==> config.mk <==
export PLATFORM = sky130hd
export DESIGN_NAME = packet_switch
export DESIGN_NICKNAME = d
export VERILOG_FILES = /design/src/rtl/pkt_pkg.sv /design/src/rtl/lane_merge.sv /design/src/rtl/lane_steer.sv /design/src/rtl/packet_fifo.sv /design/src/rtl/packet_switch.sv
export SDC_FILE = /design/constraint.sdc
export NUM_CORES = 2
export LEC_CHECK = 0
export BUFFER_PORTS_ARGS = -buffer_cell sky130_fd_sc_hd__buf_2
export CAP_MARGIN = 20
export CORE_MARGIN = 1
export CORE_UTILIZATION = 47
export DETAILED_ROUTE_END_ITERATION = 6
export PLACE_DENSITY = 0.71
export SLEW_MARGIN = 20
export SYNTH_ARGS = -nofsm -noshare
export SYNTH_HDL_FRONTEND = slang
export SYNTH_HIERARCHICAL = 1
export SYNTH_SLANG_ARGS = --single-unit
==> constraint.sdc <==
create_clock -name clock -period 10.25 [get_ports clock]
set_clock_uncertainty 0.15 [all_clocks]
set_input_delay 1.025 -clock clock [delete_from_list [all_inputs] [get_ports clock]]
set_output_delay 1.025 -clock clock [all_outputs]
set_load 0.005 [all_outputs]
==> src/rtl/pkt_pkg.sv <==
package pkt_pkg;

  // Lane count and the width of a lane number
  localparam int LANES     = 4;
  localparam int LANE_BITS = 2;

  // Payload byte width
  localparam int DATA_BITS = 8;

  // Entries per lane FIFO and the index width into that storage
  localparam int DEPTH     = 32;
  localparam int ADDR_BITS = 5;

  typedef logic [LANE_BITS-1:0] lane_t;
  typedef logic [DATA_BITS-1:0] data_t;

  // FIFO pointer, one extra MSB as wrap bit for full/empty
  typedef logic [ADDR_BITS:0] ptr_t;

  // Beat as held in a lane FIFO
  typedef struct packed {
    logic  last;
    data_t data;
  } word_t;

  // Beat on the input stream, lane is only looked at on the first beat
  typedef struct packed {
    lane_t lane;
    logic  keep;
    logic  last;
    data_t data;
  } in_beat_t;

  // Beat on the output stream, tagged with its source lane
  typedef struct packed {
    lane_t lane;
    logic  last;
    data_t data;
  } out_beat_t;

  // Merge FSM
  typedef enum logic [1:0] {
    IDLE,
    SEND,
    WAIT_ACK,
    REWIND
  } merge_state_t;

endpackage

==> src/rtl/lane_merge.sv <==
`timescale 1ns/1ps

module lane_merge (
  input  logic                                clock,
  input  logic                                reset,
  input  logic                                ack_i,
  input  logic                                nack_i,

  // From the lane FIFOs
  input  logic [pkt_pkg::LANES-1:0]           lane_valid_i,
  input  pkt_pkg::word_t [pkt_pkg::LANES-1:0] lane_word_i,
  output logic [pkt_pkg::LANES-1:0]           lane_ready_o,
  output logic [pkt_pkg::LANES-1:0]           lane_next_o,
  output logic [pkt_pkg::LANES-1:0]           lane_redo_o,

  // Output stream
  output logic                                m_valid_o,
  output pkt_pkg::out_beat_t                  m_beat_o,
  input  logic                                m_ready_i
);

  pkt_pkg::merge_state_t state_q;
  pkt_pkg::lane_t        lane_q;
  pkt_pkg::lane_t        rr_q;
  pkt_pkg::lane_t        pick_lane;
  logic                  pick_found;
  logic                  sending;
  logic                  waiting;
  logic                  beat_done;

  // Round-robin search starting at rr_q
  always_comb begin
    pkt_pkg::lane_t cand;
    pick_found = 1'b0;
    pick_lane  = rr_q;
    for (int i = 0; i < pkt_pkg::LANES; i++) begin
      cand = rr_q + pkt_pkg::lane_t'(i);
      if (!pick_found && lane_valid_i[cand]) begin
        pick_found = 1'b1;
        pick_lane  = cand;
      end
    end
  end

  assign sending = state_q == pkt_pkg::SEND;
  assign waiting = state_q == pkt_pkg::WAIT_ACK;

  // Straight pass-through of the served lane
  assign m_valid_o     = sending && lane_valid_i[lane_q];
  assign m_beat_o.lane = lane_q;
  assign m_beat_o.last = lane_word_i[lane_q].last;
  assign m_beat_o.data = lane_word_i[lane_q].data;

  assign beat_done = m_valid_o && m_ready_i && m_beat_o.last;

  always_comb begin
    lane_ready_o = '0;
    lane_next_o  = '0;
    lane_redo_o  = '0;
    if (sending) begin
      lane_ready_o[lane_q] = m_ready_i;
    end
    // nack has priority over ack
    if (waiting && nack_i) begin
      lane_redo_o[lane_q] = 1'b1;
    end else if (waiting && ack_i) begin
      lane_next_o[lane_q] = 1'b1;
    end
  end

  always_ff @(posedge clock) begin
    if (reset) begin
      state_q <= pkt_pkg::IDLE;
      lane_q  <= '0;
      rr_q    <= '0;
    end else begin
      case (state_q)
        pkt_pkg::IDLE: begin
          if (pick_found) begin
            lane_q  <= pick_lane;
            state_q <= pkt_pkg::SEND;
          end
        end
        pkt_pkg::SEND: begin
          if (beat_done) begin
            state_q <= pkt_pkg::WAIT_ACK;
          end
        end
        pkt_pkg::WAIT_ACK: begin
          if (nack_i) begin
            state_q <= pkt_pkg::REWIND;
          end else if (ack_i) begin
            // Next search starts just after the lane that was served
            rr_q    <= lane_q + 1'b1;
            state_q <= pkt_pkg::IDLE;
          end
        end
        // Lane reloads its read pointer, then the same packet again
        pkt_pkg::REWIND: state_q <= pkt_pkg::SEND;
        default:         state_q <= pkt_pkg::IDLE;
      endcase
    end
  end

endmodule

==> src/rtl/lane_steer.sv <==
`timescale 1ns/1ps

module lane_steer (
  input  logic                                  clock,
  input  logic                                  reset,
  input  logic                                  s_valid_i,
  input  pkt_pkg::in_beat_t                     s_beat_i,
  input  logic                                  drop_i,
  output logic                                  s_ready_o,

  // Towards the lane FIFOs
  output logic [pkt_pkg::LANES-1:0]             lane_valid_o,
  output pkt_pkg::word_t [pkt_pkg::LANES-1:0]   lane_word_o,
  output logic [pkt_pkg::LANES-1:0]             lane_keep_o,
  output logic [pkt_pkg::LANES-1:0]             lane_drop_o,
  input  logic [pkt_pkg::LANES-1:0]             lane_ready_i
);

  // Mid-frame flag and the lane locked at the frame's first beat
  logic           in_frame_q;
  pkt_pkg::lane_t lane_q;
  pkt_pkg::lane_t cur_lane;
  logic           accept;

  // First beat picks the lane, later beats follow the lock
  assign cur_lane  = in_frame_q ? lane_q : s_beat_i.lane;
  assign s_ready_o = lane_ready_i[cur_lane];
  assign accept    = s_valid_i && s_ready_o;

  always_comb begin
    for (int k = 0; k < pkt_pkg::LANES; k++) begin
      // Payload goes to every lane, valid and drop only to the selected one
      lane_valid_o[k]     = s_valid_i && (cur_lane == pkt_pkg::lane_t'(k));
      lane_drop_o[k]      = drop_i && (cur_lane == pkt_pkg::lane_t'(k));
      lane_keep_o[k]      = s_beat_i.keep;
      lane_word_o[k].last = s_beat_i.last;
      lane_word_o[k].data = s_beat_i.data;
    end
  end

  always_ff @(posedge clock) begin
    if (reset) begin
      in_frame_q <= 1'b0;
      lane_q     <= '0;
    end else if (accept) begin
      // Last beat unlocks, anything else holds the lane
      in_frame_q <= !s_beat_i.last;
      lane_q     <= cur_lane;
    end
  end

endmodule

==> src/rtl/packet_fifo.sv <==
`timescale 1ns/1ps

module packet_fifo (
  input  logic           clock,
  input  logic           reset,

  // Write side, from the steer
  input  logic           wr_valid_i,
  input  pkt_pkg::word_t wr_word_i,
  input  logic           wr_keep_i,
  input  logic           wr_drop_i,
  output logic           wr_ready_o,

  // Read side, towards the merge
  output logic           rd_valid_o,
  output pkt_pkg::word_t rd_word_o,
  input  logic           rd_ready_i,
  input  logic           next_i,
  input  logic           redo_i
);

  // Storage, last flags held apart from the payload
  // A frame ending on a keep-low beat needs its last flag set after the fact
  pkt_pkg::data_t data_mem [pkt_pkg::DEPTH];
  logic           last_mem [pkt_pkg::DEPTH];

  // Write pointer and commit pointer (end of the last good frame)
  pkt_pkg::ptr_t wr_ptr;
  pkt_pkg::ptr_t commit_ptr;
  pkt_pkg::ptr_t wr_ptr_nxt;
  pkt_pkg::ptr_t wr_ptr_prev;
  pkt_pkg::ptr_t wr_used_nxt;

  // Read pointer, replay pointer (start of the unacked packet)
  // and end pointer (just past the packet that went out)
  pkt_pkg::ptr_t rd_ptr;
  pkt_pkg::ptr_t rd_ptr_nxt;
  pkt_pkg::ptr_t replay_ptr;
  pkt_pkg::ptr_t end_ptr;

  logic wr_ready_q;
  logic accept;
  logic frame_end;
  logic frame_drop;
  logic store;
  logic patch_last;

  logic avail_q;
  logic fetch;
  logic drain;

  // Output register, with the address just past the beat it holds
  logic           out_valid_q;
  pkt_pkg::word_t out_word_q;
  pkt_pkg::ptr_t  out_ptr;

  assign wr_ready_o = wr_ready_q;
  assign rd_valid_o = out_valid_q;
  assign rd_word_o  = out_word_q;

  // Every handshaked beat is accepted, only kept beats get stored
  assign accept     = wr_valid_i && wr_ready_q;
  assign frame_end  = accept && wr_word_i.last;
  assign frame_drop = frame_end && wr_drop_i;
  assign store      = accept && wr_keep_i && !frame_drop;

  // Last beat with keep low, mark the previous stored beat as last instead
  // Empty frames have nothing to mark
  assign patch_last = frame_end && !wr_drop_i && !wr_keep_i && (wr_ptr != commit_ptr);

  assign wr_ptr_nxt  = store ? wr_ptr + 1'b1 : wr_ptr;
  assign wr_ptr_prev = wr_ptr - 1'b1;

  // Occupancy after this cycle, counted from the replay pointer
  // since unacked beats must stay until released
  assign wr_used_nxt = wr_ptr_nxt - replay_ptr;

  always_ff @(posedge clock) begin
    if (reset) begin
      wr_ptr     <= '0;
      commit_ptr <= '0;
      wr_ready_q <= 1'b0;
    end else begin
      // Registered ready, low once the FIFO is full
      wr_ready_q <= wr_used_nxt != pkt_pkg::ptr_t'(pkt_pkg::DEPTH);
      if (frame_drop) begin
        // CRC failure, forget the whole frame
        wr_ptr <= commit_ptr;
      end else begin
        wr_ptr <= wr_ptr_nxt;
        // Frame becomes visible to the reader
        if (frame_end) begin
          commit_ptr <= wr_ptr_nxt;
        end
      end
    end
  end

  always_ff @(posedge clock) begin
    if (store) begin
      data_mem[wr_ptr[pkt_pkg::ADDR_BITS-1:0]] <= wr_word_i.data;
      last_mem[wr_ptr[pkt_pkg::ADDR_BITS-1:0]] <= wr_word_i.last;
    end else if (patch_last) begin
      last_mem[wr_ptr_prev[pkt_pkg::ADDR_BITS-1:0]] <= 1'b1;
    end
  end

  // Fetch into the output register when it is empty or being emptied
  // No fetch in the redo cycle, the read pointer is being reloaded
  assign drain = out_valid_q && rd_ready_i;
  assign fetch = avail_q && (!out_valid_q || rd_ready_i) && !redo_i;

  assign rd_ptr_nxt = redo_i ? replay_ptr : (fetch ? rd_ptr + 1'b1 : rd_ptr);

  always_ff @(posedge clock) begin
    if (reset) begin
      rd_ptr      <= '0;
      replay_ptr  <= '0;
      end_ptr     <= '0;
      avail_q     <= 1'b0;
      out_valid_q <= 1'b0;
    end else begin
      rd_ptr <= rd_ptr_nxt;
      // Committed data waiting behind the read pointer
      avail_q <= rd_ptr_nxt != commit_ptr;

      if (redo_i) begin
        out_valid_q <= 1'b0;
      end else if (fetch) begin
        out_valid_q <= 1'b1;
      end else if (drain) begin
        out_valid_q <= 1'b0;
      end

      // Remember where the packet ended as its last beat leaves
      if (drain && out_word_q.last) begin
        end_ptr <= out_ptr;
      end

      // Packet acked, release its space
      if (next_i) begin
        replay_ptr <= end_ptr;
      end
    end
  end

  always_ff @(posedge clock) begin
    if (fetch) begin
      out_word_q.last <= last_mem[rd_ptr[pkt_pkg::ADDR_BITS-1:0]];
      out_word_q.data <= data_mem[rd_ptr[pkt_pkg::ADDR_BITS-1:0]];
      out_ptr         <= rd_ptr + 1'b1;
    end
  end

endmodule

==> src/rtl/packet_switch.sv <==
`timescale 1ns/1ps

module packet_switch (
  input  logic               clock,
  input  logic               reset,
  input  logic               s_valid_i,
  input  pkt_pkg::in_beat_t  s_beat_i,
  input  logic               drop_i,
  output logic               s_ready_o,
  output logic               m_valid_o,
  output pkt_pkg::out_beat_t m_beat_o,
  input  logic               m_ready_i,
  input  logic               ack_i,
  input  logic               nack_i
);

  // Steer to FIFO write sides
  logic [pkt_pkg::LANES-1:0]           wr_valid;
  pkt_pkg::word_t [pkt_pkg::LANES-1:0] wr_word;
  logic [pkt_pkg::LANES-1:0]           wr_keep;
  logic [pkt_pkg::LANES-1:0]           wr_drop;
  logic [pkt_pkg::LANES-1:0]           wr_ready;

  // FIFO read sides to merge
  logic [pkt_pkg::LANES-1:0]           rd_valid;
  pkt_pkg::word_t [pkt_pkg::LANES-1:0] rd_word;
  logic [pkt_pkg::LANES-1:0]           rd_ready;
  logic [pkt_pkg::LANES-1:0]           rd_next;
  logic [pkt_pkg::LANES-1:0]           rd_redo;

  lane_steer steer_i (
    .clock        (clock),
    .reset        (reset),
    .s_valid_i    (s_valid_i),
    .s_beat_i     (s_beat_i),
    .drop_i       (drop_i),
    .s_ready_o    (s_ready_o),
    .lane_valid_o (wr_valid),
    .lane_word_o  (wr_word),
    .lane_keep_o  (wr_keep),
    .lane_drop_o  (wr_drop),
    .lane_ready_i (wr_ready)
  );

  // One packet FIFO per lane
  for (genvar k = 0; k < pkt_pkg::LANES; k++) begin : g_lane
    packet_fifo fifo_i (
      .clock      (clock),
      .reset      (reset),
      .wr_valid_i (wr_valid[k]),
      .wr_word_i  (wr_word[k]),
      .wr_keep_i  (wr_keep[k]),
      .wr_drop_i  (wr_drop[k]),
      .wr_ready_o (wr_ready[k]),
      .rd_valid_o (rd_valid[k]),
      .rd_word_o  (rd_word[k]),
      .rd_ready_i (rd_ready[k]),
      .next_i     (rd_next[k]),
      .redo_i     (rd_redo[k])
    );
  end

  lane_merge merge_i (
    .clock        (clock),
    .reset        (reset),
    .ack_i        (ack_i),
    .nack_i       (nack_i),
    .lane_valid_i (rd_valid),
    .lane_word_i  (rd_word),
    .lane_ready_o (rd_ready),
    .lane_next_o  (rd_next),
    .lane_redo_o  (rd_redo),
    .m_valid_o    (m_valid_o),
    .m_beat_o     (m_beat_o),
    .m_ready_i    (m_ready_i)
  );

endmodule

==> results.py <==
metrics = {
    "floorplan": {
        "dieArea_um2": 124000,
        "vertical_die_dimension_um": 351,
        "floorplan_core_area_um2": 120000,
        "die_w_um": 351,
        "std_cell_rows": 127,
        "io_pins": 32,
        "initial_util": 0.477,
    },
    "routing": {
        "wl_per_cell_um": 24.4,
        "drt_first_pass_iters": 7,
        "viasPerCell": 5.92,
        "detail_route.wirelength_mm": 124,
        "detail-route-antenna-nets": 0,
        "post-route-drc-count": 0,
        "route.vias.total": 30100,
        "drt_iter0_markers": 3212,
    },
    "setup_path": {
        "critical-path-top-delay-family": "compound AO/OA/AOI/OAI gates",
        "criticalPathCategory": "input port to flip-flop",
        "timing.critical_path.depth": 11,
        "cp_slowest_cell": "sky130_fd_sc_hd__a21oi_1",
        "setup.worst_path.end_class": "flip-flop",
        "critical_path_arrival_ps": 5080,
        "critical_path_startpoint_category": "input port",
        "critical_path.max_stage_delay_ps": 920,
        "worst-endpoint-required_ps": 10690,
        "crit_path_cell_trace": "buf_4, buf_4, a21oi_1, nand2_1, xor2_1, inv_1, ha_1, o211a_1, or4b_2, a211oi_1, a211oi_1",
        "critPathMaxFanout": 80,
        "worst-r2r-cell-count": 12,
        "buffering_stage_count_on_the_worst_path_with_inverters_included": 3,
    },
    "sta": {
        "fmax_mhz": 216,
        "grt_setup_unrepaired": "false",
        "fin_ws_ps": 5610,
        "worst_pin_slew_ps": 1090,
        "timing.max_slew.rel_slack": 0.274,
        "total_count_of_hold_check_failures_in_the_final_report": 0,
        "fin_setup_tns_ps": 0,
        "min_cycle_time_layout_ps": 4640,
        "timing.final.max_slew_violations": 0,
        "layout_worst_path_cycle_share": 0.452,
        "finalSetupViolations": 0,
    },
    "global_routing": {
        "grt_use_total": 0.205,
        "pin_count_of_the_biggest_net_entering_global_routing": 81,
        "number_of_global_route_vias_before_repair": 29900,
        "grt_antenna_before_repair": 6,
        "grt_first_pass_wirelength_mm": 189,
        "grt_overflow_total": 0,
    },
    "logic_synthesis": {
        "ys_dominant_reg_cell": "sky130_fd_sc_hd__edfxtp_1",
        "synth_top_cells_by_count": "1212 x sky130_fd_sc_hd__edfxtp_1, 415 x sky130_fd_sc_hd__nor2_1, 350 x sky130_fd_sc_hd__mux4_2",
        "yosys.area.top_type_share": 0.634,
        "yosysSeqAreaShare": 0.683,
        "synth-async-reset-ratio": 0,
        "post_synth_inst_count": 3387,
        "synth_cell_type_count": 87,
        "synth_most_common_cell": "sky130_fd_sc_hd__edfxtp_1",
        "synthesis.area_per_instance_um2": 16.9,
        "ys.warnings.count": 6,
        "ys_top_cells_by_area": "sky130_fd_sc_hd__edfxtp_1 63%, sky130_fd_sc_hd__mux4_2 14%, sky130_fd_sc_hd__dfxtp_1 4.9%",
        "synthesis.area_um2": 57400,
        "post-synth-top-area-cell": "sky130_fd_sc_hd__edfxtp_1",
        "synth_fp_nets": 3457,
        "synth.ff_latch_count": 1353,
        "synth_enable_flop_cells": 1212,
    },
    "power": {
        "max_vdd_drop_v": 0.000121,
        "leakagePower_nw": 19.9,
        "pwr_density_cell_nw_per_um2": 213,
        "post-layout-total-power_mw": 13.5,
    },
    "clock_network": {
        "post_cts.repair.setup_buffers": 0,
        "cts_hold_repair.buffers": 0,
        "cts_tree": "yes",
        "htreeDepth": 4,
        "cts_inserted_buffers": 140,
        "cts.clk_slew.worst_paths_ps": 60,
        "cts.root.buffer_cell": "sky130_fd_sc_hd__clkbuf_16",
        "cts_buffer_depth": 3,
        "clk_latency_ps": 750,
        "cts.sinks": 1353,
        "cts-resized-gates": 0,
    },
    "layout": {
        "final_layout_size_suffix_gt1_frac": 0.196,
        "instances_no_fill": 5085,
        "finalCoreUtilization": 0.525,
        "final_nets": 3432,
        "diodes": 0,
        "area_growth_syn_to_layout_pct": 10.2,
    },
    "run_status": {
        "run_status": "completed",
    },
    "hold_path": {
        "holdPathStages": 2,
        "min_delay_worst_type": "flip-flop to flip-flop",
    },
    "placement": {
        "hpwlAfterDp_mm": 77.0,
        "detailedPlace.worstSlack_ps": 4940,
        "port-buffer-count": 31,
        "routabilityCongestion": 0.888,
        "placed_cells": 4832,
    },
    "job": {
        "drv.max_cap_violation_count": 0,
    },
}
## through the flow
step                      hold WS, ps  area [um^2]
after floorplan                   303        57400
after global placement            307        58700
after detailed placement          321        58700
after CTS                         328        63300
after global routing              352        63300
final                             323        63300
## final cells by class
cell class	instances	area [um^2]
Inverter	89	334
Sequential cell	1353	39200
Fill cell	9611	57200
Tap cell	1612	2020
Timing Repair Buffer	60	398
Clock buffer	187	3840
Multi-Input combinational cell	1718	16700
Clock inverter	66	768
## worst min-delay path, stage by stage, from the launching register on
cell and delay [ps]:
sky130_fd_sc_hd__edfxtp_1 310, sky130_fd_sc_hd__mux2i_1 60, sky130_fd_sc_hd__nor2_1 70
## registers in the layout, indices dropped and copies added, names as in the netlist, 4 cells and up
signal                    cells
g_lane.fifo_i/data_mem     1024
g_lane.fifo_i/last_mem      128
g_lane.fifo_i/rd_word_o      36
g_lane.fifo_i/commit_ptr     24
g_lane.fifo_i/end_ptr        24
g_lane.fifo_i/out_ptr        24
g_lane.fifo_i/rd_ptr         24
g_lane.fifo_i/replay_ptr     24
g_lane.fifo_i/wr_ptr         24
g_lane.fifo_i/avail_q         4
g_lane.fifo_i/rd_valid_o      4
g_lane.fifo_i/wr_ready_o      4
## power breakdown
part | switching, mW | total [mW] | internal (mW)
logic | 0.949 | 1.96 | 1.01
clock network | 2.05 | 5.08 | 3.03
registers | 0.263 | 6.42 | 6.16
## cells in the final DEF (no fill, tap or decap), drive strengths merged, types with 17 or more instances in the layout
cell type / n
o22ai: 21
nor2b: 27
nand2b: 24
a21oi: 39
nor3b: 23
mux4: 351
clkinv: 47
dfxtp: 141
nor2: 415
o21ai: 24
o221ai: 17
xor2: 56
mux2i: 100
xnor2: 50
nand2: 140
inv: 89
clkbuf: 187
edfxtp: 1212
buf: 60
nand3: 32
a211oi: 70
ha: 51
nor3: 35
mux2: 27
## kinds of logic (layout without fill, tap and decap cells)
kind of cell	count (synthesis)	after routing	share of synthesized area
AOI/OAI and AO/OA	279	279	0.0364
DFF	1353	1353	0.683
xor gates and xnor gates	109	109	0.0176
buffers and inverters	316	402	0.0262
adders and majority gates	51	51	0.0111
muxes	478	478	0.161
and+or+nand+nor	801	801	0.0647
## final timing paths
| check | startpoint | to | slack [ps] |
|---|---|---|---|
| max | s_beat_i[8] | g_lane[2].fifo_i/wr_ready_o | 5610 |
| min | g_lane[2].fifo_i/out_ptr[4] | g_lane[2].fifo_i/end_ptr[4] | 320 |
| max reg2reg | steer_i/in_frame_q | g_lane[2].fifo_i/wr_ready_o | 5630 |
| min reg2reg | g_lane[2].fifo_i/out_ptr[4] | g_lane[2].fifo_i/end_ptr[4] | 320 |
## routing by layer
layer	track usage	up-vias	routed length (um)
li1	-	13200	-
met1	0.295	15600	53100
met2	0.321	1151	59300
met3	0.0357	175	9210
met4	0.0580	6	2660
met5	0	-	38
Note: power is estimated with default switching activity, not from simulation.
